<file path="src/design/sem_pkg.sv">
package sem_pkg;

	////////////////////////////////////////////////////////////////////
	// Widths with a meaning
	////////////////////////////////////////////////////////////////////

	typedef logic [7:0]  char_t;     // One monitor character
	typedef logic [7:0]  cmd_t;      // Command byte toward the core
	typedef logic [23:0] far_t;      // Frame address
	typedef logic [7:0]  err_cnt_t;  // Error counter
	typedef logic [15:0] status_t;   // Status word to the register file

	////////////////////////////////////////////////////////////////////
	// Monitor stream
	////////////////////////////////////////////////////////////////////

	localparam int MON_WINDOW = 9;   // Characters kept in the window
	localparam int HEX_DIGITS = 6;   // Digits in a frame address

	localparam char_t CHAR_SPACE = 8'h20;  // Window fill after reset

	// Error tokens, seen at the newest end of the window
	localparam logic [23:0] TOK_DED = "DED";
	localparam logic [23:0] TOK_SED = "SED";

	// Address prefixes with trailing space, seen at the oldest end
	localparam logic [23:0] TOK_PA = "PA ";
	localparam logic [23:0] TOK_LA = "LA ";

	////////////////////////////////////////////////////////////////////
	// Command FIFO
	////////////////////////////////////////////////////////////////////

	localparam int CMD_FIFO_DEPTH = 16;
	localparam int CMD_PTR_W      = 4;   // log2 of the depth

	// Status word layout
	localparam int ST_CRC_BIT = 8;   // CRC error from the core
	localparam int ST_DED_BIT = 9;   // Sticky double error

endpackage

</file>
<file path="src/design/sem_event_if.sv">
`timescale 1ns/1ps

// Token events from the monitor parser to the error log
interface sem_event_if;
	import sem_pkg::*;

	logic ded_evt;   // Double error seen
	logic sed_evt;   // Single error seen
	logic pa_load;   // Physical address ready in far_hex
	logic la_load;   // Linear address ready in far_hex
	far_t far_hex;   // Converted address

	modport parser_mp (
		output ded_evt, sed_evt, pa_load, la_load, far_hex
	);

	modport log_mp (
		input ded_evt, sed_evt, pa_load, la_load, far_hex
	);

endinterface

</file>
<file path="src/design/sem_monitor_parser.sv">
`timescale 1ns/1ps

module sem_monitor_parser (
	input  logic          CLK40,
	input  logic          RST,
	input  sem_pkg::char_t mon_txdata_i,   // Monitor byte from the core
	input  logic          mon_txwrite_i,  // Write strobe, one cycle
	sem_event_if.parser_mp evt
);
	import sem_pkg::*;

	char_t [MON_WINDOW-1:0] win_q;  // Index 0 is the newest character

	logic ded_hit, sed_hit, pa_hit, la_hit;
	logic ded_q, sed_q, pa_q, la_q;   // Previous match state
	logic pa_load_q, la_load_q;       // Aligned with conv_q
	far_t conv_q;

	// ASCII hex to nibble, letters have bit 6 set
	function automatic logic [3:0] hex_nibble(input char_t c);
		logic [3:0] val;
		val = c[6] ? c[3:0] + 4'd9 : c[3:0];
		return val;
	endfunction

	////////////////////////////////////////////////////////////////////
	// Character window
	////////////////////////////////////////////////////////////////////

	always_ff @(posedge CLK40 or posedge RST) begin
		if (RST) begin
			win_q <= {MON_WINDOW{CHAR_SPACE}};
		end else if (mon_txwrite_i) begin
			win_q <= {win_q[MON_WINDOW-2:0], mon_txdata_i};  // Shift in newest
		end
	end

	// Errors end the stream, prefixes sit before the six digits
	assign ded_hit = ({win_q[2], win_q[1], win_q[0]} == TOK_DED);
	assign sed_hit = ({win_q[2], win_q[1], win_q[0]} == TOK_SED);
	assign pa_hit  = ({win_q[MON_WINDOW-1], win_q[MON_WINDOW-2], win_q[MON_WINDOW-3]} == TOK_PA);
	assign la_hit  = ({win_q[MON_WINDOW-1], win_q[MON_WINDOW-2], win_q[MON_WINDOW-3]} == TOK_LA);

	////////////////////////////////////////////////////////////////////
	// Edge detection and address alignment
	////////////////////////////////////////////////////////////////////

	always_ff @(posedge CLK40 or posedge RST) begin
		if (RST) begin
			ded_q     <= 1'b0;
			sed_q     <= 1'b0;
			pa_q      <= 1'b0;
			la_q      <= 1'b0;
			pa_load_q <= 1'b0;
			la_load_q <= 1'b0;
		end else begin
			ded_q     <= ded_hit;
			sed_q     <= sed_hit;
			pa_q      <= pa_hit;
			la_q      <= la_hit;
			pa_load_q <= pa_hit & ~pa_q;  // Digits convert in the same edge
			la_load_q <= la_hit & ~la_q;
		end
	end

	// Hex conversion of the newest six characters, runs every cycle
	always_ff @(posedge CLK40) begin
		for (int i = 0; i < HEX_DIGITS; i++) begin
			conv_q[4*i +: 4] <= hex_nibble(win_q[i]);
		end
	end

	// First appearance of a token only
	assign evt.ded_evt = ded_hit & ~ded_q;
	assign evt.sed_evt = sed_hit & ~sed_q;
	assign evt.pa_load = pa_load_q;
	assign evt.la_load = la_load_q;
	assign evt.far_hex = conv_q;

endmodule

</file>
<file path="src/design/sem_error_log.sv">
`timescale 1ns/1ps

module sem_error_log (
	input  logic              CLK40,
	input  logic              RST,
	sem_event_if.log_mp       evt,
	input  logic              ded_clr_i,    // Clears flag and addresses
	input  logic              cnt_clr_i,    // Clears both counters
	output sem_pkg::err_cnt_t sngl_cnt_o,
	output sem_pkg::err_cnt_t dbl_cnt_o,
	output logic              dbl_err_o,    // Sticky double error
	output sem_pkg::far_t     far_pa_o,
	output sem_pkg::far_t     far_la_o
);
	import sem_pkg::*;

	////////////////////////////////////////////////////////////////////
	// Error counters
	////////////////////////////////////////////////////////////////////

	always_ff @(posedge CLK40 or posedge RST) begin
		if (RST) begin
			sngl_cnt_o <= '0;
			dbl_cnt_o  <= '0;
		end else if (cnt_clr_i) begin
			sngl_cnt_o <= '0;  // Clear beats increment
			dbl_cnt_o  <= '0;
		end else begin
			if (evt.sed_evt)
				sngl_cnt_o <= sngl_cnt_o + 1'b1;  // Wraps at 255
			if (evt.ded_evt)
				dbl_cnt_o <= dbl_cnt_o + 1'b1;
		end
	end

	// Double error flag, held until software clears it
	always_ff @(posedge CLK40 or posedge RST) begin
		if (RST)
			dbl_err_o <= 1'b0;
		else if (ded_clr_i)
			dbl_err_o <= 1'b0;
		else if (evt.ded_evt)
			dbl_err_o <= 1'b1;
	end

	////////////////////////////////////////////////////////////////////
	// Frame address registers
	////////////////////////////////////////////////////////////////////

	always_ff @(posedge CLK40 or posedge RST) begin
		if (RST) begin
			far_pa_o <= '0;
			far_la_o <= '0;
		end else begin
			if (evt.pa_load)
				far_pa_o <= evt.far_hex;  // New address wins over clear
			else if (ded_clr_i)
				far_pa_o <= '0;

			if (evt.la_load)
				far_la_o <= evt.far_hex;
			else if (ded_clr_i)
				far_la_o <= '0;
		end
	end

endmodule

</file>
<file path="src/design/sem_cmd_queue.sv">
`timescale 1ns/1ps

module sem_cmd_queue (
	input  logic          CLK40,
	input  logic          RST,
	input  logic          jtag_take_i,      // Hand control back to JTAG
	input  logic          dbg_take_i,       // Debug port takes control
	input  sem_pkg::cmd_t jtag_cmd_data_i,
	input  logic          jtag_send_i,
	input  sem_pkg::cmd_t dbg_cmd_data_i,
	input  logic          dbg_send_i,
	input  logic          cmd_read_i,       // Core pops the head
	output sem_pkg::cmd_t cmd_data_o,       // Head entry, FWFT
	output logic          cmd_empty_o
);
	import sem_pkg::*;

	logic src_dbg_q;   // 1 while debug port owns the queue

	cmd_t wr_data;
	logic wr_req;
	logic push, pop;
	logic full;

	cmd_t                 mem [CMD_FIFO_DEPTH];
	logic [CMD_PTR_W-1:0] wr_ptr_q, rd_ptr_q;
	logic [CMD_PTR_W:0]   count_q;   // 0 to depth inclusive

	////////////////////////////////////////////////////////////////////
	// Source select
	////////////////////////////////////////////////////////////////////

	always_ff @(posedge CLK40 or posedge RST) begin
		if (RST)
			src_dbg_q <= 1'b0;  // JTAG after reset
		else if (dbg_take_i)
			src_dbg_q <= 1'b1;  // Debug wins a tie
		else if (jtag_take_i)
			src_dbg_q <= 1'b0;
	end

	assign wr_data = src_dbg_q ? dbg_cmd_data_i : jtag_cmd_data_i;
	assign wr_req  = src_dbg_q ? dbg_send_i : jtag_send_i;

	////////////////////////////////////////////////////////////////////
	// Command FIFO
	////////////////////////////////////////////////////////////////////

	assign full        = count_q[CMD_PTR_W];  // Depth is a power of two
	assign cmd_empty_o = (count_q == '0);
	assign push        = wr_req & ~full;       // Dropped when full
	assign pop         = cmd_read_i & ~cmd_empty_o;

	always_ff @(posedge CLK40) begin
		if (push)
			mem[wr_ptr_q] <= wr_data;
	end

	always_ff @(posedge CLK40 or posedge RST) begin
		if (RST) begin
			wr_ptr_q <= '0;
			rd_ptr_q <= '0;
			count_q  <= '0;
		end else begin
			if (push)
				wr_ptr_q <= wr_ptr_q + 1'b1;  // Pointers wrap naturally
			if (pop)
				rd_ptr_q <= rd_ptr_q + 1'b1;
			case ({push, pop})
				2'b10:   count_q <= count_q + 1'b1;
				2'b01:   count_q <= count_q - 1'b1;
				default: count_q <= count_q;   // Idle or push with pop
			endcase
		end
	end

	assign cmd_data_o = mem[rd_ptr_q];

endmodule

</file>
<file path="src/design/sem_monitor_top.sv">
`timescale 1ns/1ps

module sem_monitor_top (
	input  logic             CLK40,
	input  logic             RST,
	// Monitor stream from the core
	input  sem_pkg::char_t   mon_txdata_i,
	input  logic             mon_txwrite_i,
	// Core status
	input  logic [6:0]       core_status_i,
	input  logic             crc_err_i,
	// Register controls
	input  logic             ded_clr_i,
	input  logic             cnt_clr_i,
	// Command sources
	input  logic             jtag_take_i,
	input  sem_pkg::cmd_t    jtag_cmd_data_i,
	input  logic             jtag_send_i,
	input  logic             dbg_take_i,
	input  sem_pkg::cmd_t    dbg_cmd_data_i,
	input  logic             dbg_send_i,
	// Command queue toward the core
	input  logic             cmd_read_i,
	output sem_pkg::cmd_t    cmd_data_o,
	output logic             cmd_empty_o,
	// Results
	output sem_pkg::far_t    far_pa_o,
	output sem_pkg::far_t    far_la_o,
	output logic [15:0]      err_cnt_o,  // {double, single}
	output sem_pkg::status_t status_o
);
	import sem_pkg::*;

	err_cnt_t sngl_cnt, dbl_cnt;
	logic     dbl_err;

	sem_event_if evt_if ();

	////////////////////////////////////////////////////////////////////
	// Monitor input and error log
	////////////////////////////////////////////////////////////////////

	sem_monitor_parser u_parser (
		.CLK40         (CLK40),
		.RST           (RST),
		.mon_txdata_i  (mon_txdata_i),
		.mon_txwrite_i (mon_txwrite_i),
		.evt           (evt_if)
	);

	sem_error_log u_log (
		.CLK40      (CLK40),
		.RST        (RST),
		.evt        (evt_if),
		.ded_clr_i  (ded_clr_i),
		.cnt_clr_i  (cnt_clr_i),
		.sngl_cnt_o (sngl_cnt),
		.dbl_cnt_o  (dbl_cnt),
		.dbl_err_o  (dbl_err),
		.far_pa_o   (far_pa_o),
		.far_la_o   (far_la_o)
	);

	// Command path to the core
	sem_cmd_queue u_cmd_queue (
		.CLK40           (CLK40),
		.RST             (RST),
		.jtag_take_i     (jtag_take_i),
		.dbg_take_i      (dbg_take_i),
		.jtag_cmd_data_i (jtag_cmd_data_i),
		.jtag_send_i     (jtag_send_i),
		.dbg_cmd_data_i  (dbg_cmd_data_i),
		.dbg_send_i      (dbg_send_i),
		.cmd_read_i      (cmd_read_i),
		.cmd_data_o      (cmd_data_o),
		.cmd_empty_o     (cmd_empty_o)
	);

	assign err_cnt_o = {dbl_cnt, sngl_cnt};

	// Status word, unused bits read zero
	always_comb begin
		status_o             = '0;
		status_o[6:0]        = core_status_i;
		status_o[ST_CRC_BIT] = crc_err_i;
		status_o[ST_DED_BIT] = dbl_err;
	end

endmodule

</file>
<file path="config.mk">
export PLATFORM = sky130hd
export DESIGN_NAME = sem_monitor_top
export DESIGN_NICKNAME = d
export VERILOG_FILES = /design/src/design/sem_pkg.sv /design/src/design/sem_event_if.sv /design/src/design/sem_monitor_parser.sv /design/src/design/sem_error_log.sv /design/src/design/sem_cmd_queue.sv /design/src/design/sem_monitor_top.sv
export SDC_FILE = /design/constraint.sdc
export NUM_CORES = 1
export LEC_CHECK = 0
export BUFFER_PORTS_ARGS = -buffer_cell sky130_fd_sc_hd__clkbuf_2
export CAP_MARGIN = 15
export CORE_MARGIN = 1
export CORE_UTILIZATION = 30
export CTS_CLUSTER_SIZE = 8
export DETAILED_ROUTE_END_ITERATION = 12
export REMOVE_ABC_BUFFERS = 1
export SYNTH_ARGS = -nofsm -noshare
export SYNTH_HDL_FRONTEND = slang
export SYNTH_SLANG_ARGS = --single-unit
</file>
<file path="constraint.sdc">
create_clock -name CLK40 -period 6.3 [get_ports CLK40]
set_input_delay 1.26 -clock CLK40 [delete_from_list [all_inputs] [get_ports CLK40]]
set_output_delay 1.26 -clock CLK40 [all_outputs]
set_load 0.005 [all_outputs]
</file>
; ---- Word level (Yosys, flattened, before mapping)
; Memory sizes are Yosys's and may differ from the RTL's.
; Index checks and enable logic that the tools add are counted.
[totals]
inputBits = 42
reg_bits = 181
mem_bits_rw = 128
mem_count = 1
[classes]
eq_ne = 6
n_addsub = 12
n_bitwise = 12
mux = 22
n_reduce_logical = 8
[mem_list]
columns = name, words, word_bits, rd, rd_clocked_by_memory_dff, wr, line_no
row1 = u_cmd_queue.mem, 16, 8, 1, 0, 1, sem_cmd_queue.sv:25  ; cmd_t mem [CMD_FIFO_DEPTH];
[ops]
columns = operator, n
row1 = "24-bit by 23-bit equality test with 1-bit output, second input constant", 4
row2 = 24-bit two-way mux, 3
row3 = 8-bit two-way mux, 5
row4 = "4-bit adder, second input constant", 6
row5 = 4-bit two-way mux, 6
row6 = "8-bit by 1-bit adder with 8-bit output, second input constant", 2
row7 = 2-bit nonzero test, 7
row8 = 5-bit one-hot mux with 2 select lines, 1
row9 = "4-bit by 1-bit adder with 4-bit output, second input constant", 2
row10 = 1-bit two-way mux, 7
row11 = 1-bit bitwise AND, 6
row12 = 1-bit inverter, 6
row13 = "5-bit by 1-bit adder with 5-bit output, second input constant", 1
row14 = 5-bit zero test, 1
row15 = "5-bit by 1-bit subtractor with 5-bit output, second input constant", 1
row16 = "2-bit by 1-bit equality test with 1-bit output, second input constant", 1
row17 = "2-bit equality test, second input constant", 1

; ---- Logic depth before layout (Yosys ltp)
; Gate-level depths: netlist of the first run.
[depth]
depth_word = 5
ltp_mapped = 12
ltp_nobuf = 11

; ---- Cells and area by module
; From an unflattened synthesis of the first run, not the netlist that was laid out.
[unflattened]
hier_cells = 895
area_unflattened_um2 = 12673.4
[by_module_without_submodules]
columns = module, seq_area_each_um2, cells_each, instances, area_each_um2
row1 = sem_cmd_queue, 4194.0, 344, 1, 5898.2
row2 = sem_monitor_parser, 2443.6, 278, 1, 3936.3
row3 = sem_error_log, 1626.6, 256, 1, 2715.1
row4 = sem_monitor_top, 0.0, 17, 1, 123.9

; ---- Worst setup path before layout of the first run
; OpenSTA, ideal clock, no wires.
[synth_path]
kind = input -> register
from = input dbg_send_i
to = register u_cmd_queue.count_q[4]
slack_ps = 2875
cell_stages = 10
n_path_buf = 0
arrival_ps = 3303
setup_ps = 123
path_cell_list = mux2i_1 -> nor2_1 -> inv_1 -> ha_1 -> ha_1 -> nor2b_1 -> o21ai_0 -> a21oi_1 -> or3b_2 -> xnor2_1
[synth_via]
elab_chain_cells = 4
[synth_rtl]
columns = element, line_no
row1 = start: declaration, sem_monitor_top.sv:21  ; input logic dbg_send_i,
row2 = 1-bit two-way mux (*), sem_cmd_queue.sv:43  ; assign wr_req = src_dbg_q ? dbg_send_i : jtag_send_i;
row3 = 1-bit bitwise AND (*), sem_cmd_queue.sv:51  ; assign push = wr_req & ~full;
row4 = 2-bit by 1-bit equality test with 1-bit output or 2-bit equality test (tied branches), sem_cmd_queue.sv:69  ; case ({push, pop})
row5 = 5-bit one-hot mux with 2 select lines or 2-bit nonzero test (tied branches), --
row6 = end signal: assignment, sem_cmd_queue.sv:70  ; 2'b10: count_q <= count_q + 1'b1;
row7 = end signal: assignment, sem_cmd_queue.sv:71  ; 2'b01: count_q <= count_q - 1'b1;
row8 = end signal: assignment, sem_cmd_queue.sv:72  ; default: count_q <= count_q;
row9 = end: declaration, sem_cmd_queue.sv:27  ; logic [CMD_PTR_W:0] count_q;
; Mark *: on every way between the ends. The rest lies on a longest branch, timed or not.
; A chain may end at the register's enable or synchronous reset.

; ---- Worst setup path after layout of the first run
[layout_path]
from = register u_cmd_queue.rd_ptr_q[0]
to = output cmd_data_o[0]
[layout_via]
elab_chain_cells = 1
[layout_rtl]
columns = element, line_no
row1 = start: declaration, sem_cmd_queue.sv:26  ; logic [CMD_PTR_W-1:0] wr_ptr_q, rd_ptr_q;
row2 = start signal: assignment, sem_cmd_queue.sv:68  ; rd_ptr_q <= rd_ptr_q + 1'b1;
row3 = memory 16 x 8 bit, --
row4 = end: declaration, sem_monitor_top.sv:24  ; output sem_pkg::cmd_t cmd_data_o,
; Every way passes these cells.

==> run summary, run 1 <==
DP Cell Count -> 1402
CP Class -> reg2out
critical path capture point type -> primary output
initial drt markers -> 299
CTS clk-pin slew, worst paths -> 50 ps
area of the die -> 42100 um^2
slowest stage delay, CP -> 570 ps
DRT Wirelength -> 26100 um
status -> complete, no violations
final setup TNS -> 0 ps
Placed Area -> 13500 um^2
Die Span Y -> 205 um
clock sinks -> 309
synth top area cells -> edfxtp_1 (31%), dfrtp_1 (30%), mux4_2 (7.3%)
Vias/cell -> 4.59
Final Max Slew Viols -> 0
H-tree depth -> 2
Synth cell types -> 47
Post-Route Skew -> 18.0 ps
synthesis-to-finish area growth -> 19.7%
I/O Pins -> 131
Min Clock Period, post-route -> 4100 ps
CTS max path bufs -> 3
maximum clock rate -> 244 MHz
Critical Path RT -> 5040 ps
post-synthesis async set-or-reset flop share -> 0.508
vias in the first global route -> 7054
Final period util -> 0.651
yosys synthesis warning count -> 0
Fin. Hold Viols -> 0
Cell Area, Synth -> 12400 um^2
cell area after layout -> 14800 um^2
post-synth top area share -> 0.310
Post-Syn Instances -> 797
flops & latches, synth -> 309
post-CTS repair timing setup buffer count -> 0
largest net degree at the start of global routing -> 76
main flop type after synthesis -> dfrtp_1
layout cells sized above 1 -> 0.331
worst-margin pin slew -> 1060 ps
Avg WL per Cell -> 17.6 um
Post-CTS Hold Buffers -> 0
First-pass DRT Iterations -> 4
VDD IR max -> 0.234 mV
PD cells -> 403 nW/um^2
# rows -> 74
Static Leakage -> 0.00599 uW
worst skew pair latency -> 560 ps
Final setup violation count -> 0
post-synthesis sequential area ratio -> 0.667
routed vias -> 6811
RSZ-0062 raised after global routing -> false
Slew HR -> 0.288
post-detail-place hpwl -> 16300 um
chip width -> 205 um
cts repair resizes -> 0
CP Max Fanout -> 27
first-pass GRT wire length -> 41100 um
gpl congestion -> 0.728
# diodes -> 0
DRC -> 0
biggest area consumer among synthesized cells -> edfxtp_1
overall routing resource usage -> 0.128
CP most frequent cell -> mux4_2
core footprint -> 40800 um^2
CP arrival -> 2840 ps
TritonCTS Buffers -> 45
Avg Inst Size Synth -> 15.5 um^2
Hold WC Path Type -> reg2reg
antenna viol nets, final -> 0
CTS tree -> done
initial core utilization -> 0.304
Post-synth EDFFs -> 128
Worst Setup Start Kind -> register
max-cap violations -> 0
NumNets Final -> 980
CTS root buffer -> clkbuf_16
gr ovfl total -> 0
non-filler cells, final -> 1485
initial antenna violation count -> 0
CP Cell Sequence -> buf_4, mux4_2, mux4_2, clkbuf_2
CP max stage cell -> mux4_2
PortBufs -> 107
-- sequential cells by signal, summed over array words and instances (netlist names) --
register,count
u_cmd_queue.mem,128
u_parser.win_q,72
u_log.far_la_o,24
u_log.far_pa_o,24
u_parser.evt.far_hex,24
u_log.dbl_cnt_o,8
u_log.sngl_cnt_o,8
u_cmd_queue.count_q,5
u_cmd_queue.rd_ptr_q,4
u_cmd_queue.wr_ptr_q,4
u_cmd_queue.src_dbg_q,1
u_log.dbl_err_o,1
u_parser.ded_q,1
u_parser.evt.la_load,1
u_parser.evt.pa_load,1
u_parser.la_q,1
u_parser.pa_q,1
u_parser.sed_q,1
-- cell usage after synthesis, types with 18 or more instances --
master,instances
clkbuf_1,25
a22o_1,35
inv_1,18
xnor2_1,19
nor2_1,31
dfxtp_1,24
mux4_2,40
xor2_1,22
ha_1,20
mux2_2,79
o21ai_0,26
edfxtp_1,128
dfrtp_1,148
nand2_1,44
-- through the flow --
| stage | util | setup WS [ps] | power, uW | hold slack (ps) |
|---|---|---|---|---|
| global route | 0.363 | 2000 | 6310 | 414 |
| floorplan | - | 820 | 3400 | 378 |
| global placement | 0.330 | 2500 | 3750 | 382 |
| detailed placement | 0.330 | 2450 | 3770 | 385 |
| CTS | 0.363 | 2090 | 6100 | 392 |
| finish | 0.363 | 2200 | 5980 | 391 |
-- power by group --
group	switching [uW]	internal [uW]	leakage, uW
Clock	872	1400	0.000647
Combinational	414	571	0.00198
Sequential	311	2410	0.00336
-- per-layer routing --
metal | GRT usage | share of wire
met1 | 0.164 | 0.43
met2 | 0.209 | 0.49
met5 | 0 | 0
met4 | 0.0397 | 0.017
met3 | 0.0374 | 0.060
-- layout by cell type, fill, tap and decap left out, types with 2 or more instances in the layout --
cell type  Yosys  layout
nand2_1       44      44
nand4b_1       2       2
and3_1         4       4
a21o_1         2       2
a21oi_1        6       6
nand4bb_1      2       2
dfrtp_1      148     146
nand4_1        9       9
xor2_1        22      22
o21ai_0       26      26
edfxtp_1     128     128
mux4_2        40      40
clkbuf_2       0     106
nand3_1       17      17
and2_1         7       7
buf_4         16      17
clkbuf_1      25      32
dfstp_2        9       9
a22o_1        35      35
dfxtp_1       24      24
nor4_1         7       7
inv_1         18      17
dfrtp_2        0       2
mux2i_1        2       2
nand2b_1      13      13
nor2_1        31      30
ha_1          20      20
nor3_1         6       4
mux2_2        79      79
inv_16         0       3
xnor2_1       19      19
conb_1         1       7
nor3_2         0       2
nor2b_1        4       4
clkbuf_16      0      45
-- cell type report --
cell class / count / area (um^2)
clock buffer: 78 / 1260
clock inverter: 5 / 95.1
fill: 3861 / 26000
inverter: 18 / 72.6
multi-input combinational: 419 / 3810
sequential: 309 / 8270
tap: 532 / 666
timing repair buffer: 124 / 663
-- worst paths after layout --
check                                              from  slack [ps]                 endpoint  cells past startpoint
worst max-delay path            u_cmd_queue.rd_ptr_q[0]        2200            cmd_data_o[0]                      4
worst max register to register    u_cmd_queue.src_dbg_q        3030   u_cmd_queue.count_q[4]                     10
min in group asynchronous                           RST         650       u_log.far_pa_o[11]                      2
worst min-delay path                      u_parser.la_q         390     u_parser.evt.la_load                      1
max in group asynchronous                           RST        4410  u_cmd_queue.rd_ptr_q[0]                      3
worst min register to register            u_parser.la_q         390     u_parser.evt.la_load                      1
-- critical path, delay by kind of cell, from the launching register on --
family                 cells  cell delay, ps
buffers and inverters      2             640
flip-flops                 1             530
multiplexers               2            1090
-- cell families (layout without fill, tap and decap cells) --
kind of cell / Yosys count / after routing / synth area share
DFF: 309 / 309 / 0.667
and+or+nand+nor: 160 / 160 / 0.0688
muxes: 121 / 121 / 0.146
buffers and inverters: 75 / 225 / 0.0284
AOI/OAI and AO/OA: 69 / 69 / 0.0389
xor gates and xnor gates: 41 / 41 / 0.0290
adders and majority gates: 21 / 21 / 0.0218
other: 1 / 7 / 0.000303
(Power assumes the default switching activity.)
==> run 2: changes to the inputs <==
clock period = 3.45 ns   (was 6.3 ns; I/O delays follow)
==> run summary, run 2 (synthesized netlist as in run 1, its figures left out) <==
status -> complete, no violations
total power -> 10900 uW
H-tree depth -> 2
CTS max path bufs -> 3
first-pass GRT wire length -> 41600 um
antenna viol nets, final -> 0
CTS root buffer -> clkbuf_16
CTS tree -> done
NumNets Final -> 991
post-CTS repair timing setup buffer count -> 0
CP bufs+invs -> 2
CP Max Fanout -> 17
CP Class -> reg2out
cts repair resizes -> 1
# rows -> 74
# fillers -> 3855
fin util -> 0.365
worst-margin pin slew -> 910 ps
RSZ-0062 raised after global routing -> false
pre-CTS setup slack -> 413 ps
Fin. Hold Viols -> 0
routed vias -> 6939
clock sinks -> 309
largest net degree at the start of global routing -> 79
Static Leakage -> 0.00603 uW
synthesis-to-finish area growth -> 20.1%
R2R setup slack -> 380 ps
Final period util -> 0.938
core footprint -> 40800 um^2
max-cap violations -> 0
Worst Setup Start Kind -> register
worst skew pair latency -> 550 ps
CTS clk-pin slew, worst paths -> 60 ps
I/O Pins -> 131
Slew HR -> 0.389
Final Max Slew Viols -> 0
Placed Area -> 13600 um^2
gr ovfl total -> 0
slowest stage delay, CP -> 650 ps
Avg WL per Cell -> 18.1 um
PD cells -> 729 nW/um^2
PortBufs -> 107
VDD IR max -> 0.369 mV
Min Clock Period, post-route -> 3240 ps
critical path's top delay family -> multiplexers
CP max stage cell -> dfrtp_4
chip width -> 205 um
vias in the first global route -> 7004
Final setup violation count -> 0
WHS -> 261 ps
post-route worst setup slack -> 212 ps
initial core utilization -> 0.304
CP Cell Sequence -> buf_4, mux4_2, mux4_2, clkbuf_2
Die Span Y -> 205 um
Post-CTS Hold Buffers -> 0
commonest non-fill, non-tap cell in the layout -> dfrtp_1
CP arrival -> 2550 ps
footprint of the multi-input gates -> 3800 um^2
DRT Wirelength -> 26900 um
First-pass DRT Iterations -> 4
area of the die -> 42100 um^2
CP most frequent cell -> mux4_2
initial antenna violation count -> 0
Post-Route Skew -> 19.5 ps
Critical Path RT -> 2760 ps
Hold WC Path Type -> in2async
Reg area -> 8270 um^2
DRC -> 0
maximum clock rate -> 309 MHz
TritonCTS Buffers -> 45
gpl congestion -> 0.747
post-detail-place hpwl -> 17000 um
cell area after layout -> 14900 um^2
most flop-heavy register -> u_cmd_queue.mem
top flop regs -> u_cmd_queue.mem x128, u_parser.win_q x72
initial drt markers -> 340
# diodes -> 0
layout cells sized above 1 -> 0.339
critical path capture point type -> primary output
max reg flops -> 128
Vias/cell -> 4.67
most frequent cells in the layout -> dfrtp_1 (147), edfxtp_1 (128), clkbuf_2 (106)
overall routing resource usage -> 0.130
run 2: cell type report:
class,count,area share
clock buffer,68,0.0829
clock inverter,5,0.00345
inverter,18,0.00487
multi-input combinational,419,0.255
sequential,309,0.555
tap,532,0.0447
timing repair buffer,135,0.0534
run 2: metal layers:
metal	part of all wire	global-route usage
met1	0.45	0.170
met4	0.019	0.0394
met5	0	0
met3	0.054	0.0366
met2	0.48	0.210
run 2: where the power goes:
part | internal, uW | switching (uW) | total [uW]
clock network | 2440 | 1570 | 4010
registers | 4400 | 520 | 4920
logic | 1090 | 831 | 1920
total | 7940 | 2920 | 10900
run 2: path summary, 6_finish.rpt:
path,from,endpoint,cells after the start
max,u_cmd_queue.rd_ptr_q[0],cmd_data_o[4],4
min,RST,u_log.far_pa_o[16],2
max reg2reg,u_cmd_queue.count_q[0],u_cmd_queue.count_q[4],10
min reg2reg,u_parser.pa_q,u_parser.evt.pa_load,1
max in group asynchronous,RST,u_parser.win_q[5],3
min in group CLK40,dbg_take_i,u_cmd_queue.src_dbg_q,2
run 2: per-stage QoR:
| step | std cells | TNS [ps] |
|---|---|---|
| global route | 1486 | 0 |
| CTS | 1486 | 0 |
| finish | 1486 | 0 |
| global placement | 1413 | 0 |
| floorplan | 746 | -218770 |
| detailed placement | 1413 | 0 |
==> run 3: changes to the inputs <==
clock period = 3.12 ns   (was 3.45 ns; I/O delays follow)
==> run summary, run 3 (synthesized netlist as in run 1, its figures left out) <==
max reg flops -> 128
first-pass GRT wire length -> 42100 um
clock sinks -> 309
antenna viol nets, final -> 0
max-cap violations -> 0
non-filler cells, final -> 1496
most frequent cells in the layout -> dfrtp_1 (147), edfxtp_1 (128), clkbuf_2 (106)
worst skew pair latency -> 540 ps
Slew HR -> 0.436
DRC -> 0
Vias/cell -> 4.62
largest net degree at the start of global routing -> 70
Fin. Hold Viols -> 0
PortBufs -> 107
CTS max path bufs -> 3
Static Leakage -> 0.00609 uW
# rows -> 74
CP arrival -> 2420 ps
Reg2Reg Capture Point -> u_cmd_queue.count_q[4]
footprint of the multi-input gates -> 3800 um^2
worst-margin pin slew -> 839 ps
critical path capture point type -> primary output
NumNets Final -> 999
vias in the first global route -> 7151
layout cells sized above 1 -> 0.343
most flop-heavy register -> u_cmd_queue.mem
DRT Wirelength -> 26900 um
PD cells -> 811 nW/um^2
gpl congestion -> 0.757
chip width -> 205 um
synthesis-to-finish area growth -> 21.0%
# fillers -> 3869
R2R setup slack -> 230 ps
Post-Route Skew -> 14.4 ps
TritonCTS Buffers -> 45
initial core utilization -> 0.304
First-pass DRT Iterations -> 4
Final setup violation count -> 0
RSZ-0062 raised after global routing -> false
maximum clock rate -> 328 MHz
overall routing resource usage -> 0.132
gr ovfl total -> 0
commonest non-fill, non-tap cell in the layout -> dfrtp_1
post-detail-place hpwl -> 16900 um
DP Cell Count -> 1419
initial antenna violation count -> 0
VDD IR max -> 0.577 mV
Worst Setup Start Kind -> register
CP Class -> reg2out
CTS clk-pin slew, worst paths -> 50 ps
routed vias -> 6907
Final period util -> 0.976
Die Span Y -> 205 um
pre-CTS setup slack -> 170 ps
final setup TNS -> 0 ps
Avg WL per Cell -> 18.0 um
RR Startpoint -> u_cmd_queue.count_q[0]
core footprint -> 40800 um^2
Hold WC Path Type -> in2async
# diodes -> 0
worst reg2reg path depth -> 10
area of the die -> 42100 um^2
status -> complete, no violations
Critical Path RT -> 2500 ps
initial drt markers -> 343
Final Max Slew Viols -> 0
post-route worst setup slack -> 73.9 ps
H-tree depth -> 2
I/O Pins -> 131
CTS tree -> done
top flop regs -> u_cmd_queue.mem x128, u_parser.win_q x72
CTS root buffer -> clkbuf_16
CP Max Fanout -> 7
Reg area -> 8270 um^2
Min Clock Period, post-route -> 3050 ps
==> run 3: layer usage <==
layer,vias up,routed length (um),global-route usage
met2,179,13200,0.215
met5,-,0,0
met3,39,1450,0.0336
met1,3502,11800,0.169
li1,3187,-,-
met4,0,471,0.0442
==> run 3: timing repair <==
item                                    in CTS  in global routing
hold buffers                                 0                  0
gates resized for setup                      1                  1
gates cloned                                 0                  0
endpoints found under the setup margin       8                  1
buffers inserted                             2                  0
==> run 3: final cells by class <==
type | count | area share
Clock buffer | 71 | 0.0845
Sequential cell | 309 | 0.551
Tap cell | 532 | 0.0444
Multi-Input combinational cell | 419 | 0.254
Timing Repair Buffer | 143 | 0.0579
Clock inverter | 4 | 0.00325
Inverter | 18 | 0.00484
==> run 3: how the worst max path moves through the flow <==
| stage | start | endpoint | slack (ps) | depth (start not counted) |
|---|---|---|---|---|
| final | u_cmd_queue.rd_ptr_q[0] | cmd_data_o[6] | 70 | 4 |
| after floorplan | RST | u_cmd_queue.count_q[0] | -1720 | 1 |
| after detailed placement | u_cmd_queue.count_q[0] | u_cmd_queue.count_q[4] | 170 | 10 |
| after global routing | u_cmd_queue.rd_ptr_q[0] | cmd_data_o[6] | 2 | 4 |
| after CTS | u_cmd_queue.rd_ptr_q[0] | cmd_data_o[6] | 40 | 4 |
| after global placement | u_cmd_queue.count_q[0] | u_cmd_queue.count_q[4] | 220 | 10 |
==> run 3: report_power, final <==
part / switching, uW / total [uW] / leakage [uW] / internal, uW
clock: 1690 / 4520 / 0.000634 / 2830
combinational: 980 / 2240 / 0.00209 / 1260
sequential: 532 / 5400 / 0.00336 / 4870
==> run 3: critical path: stages, from the launching register on <==
cell	delay, ps
dfrtp_4	490
buf_4	220
mux4_2	510
mux4_2	520
clkbuf_2	140
==> run 3: through the flow <==
stage | power [uW] | utilization | cell area, um^2 | hold slack (ps)
finish | 12200 | 0.367 | 15000 | 176
global route | 12800 | 0.367 | 15000 | 228
CTS | 12400 | 0.367 | 15000 | 185
detailed placement | 7720 | 0.335 | 13700 | 395
global placement | 7680 | 0.335 | 13700 | 385
floorplan | 6870 | - | 12100 | 378
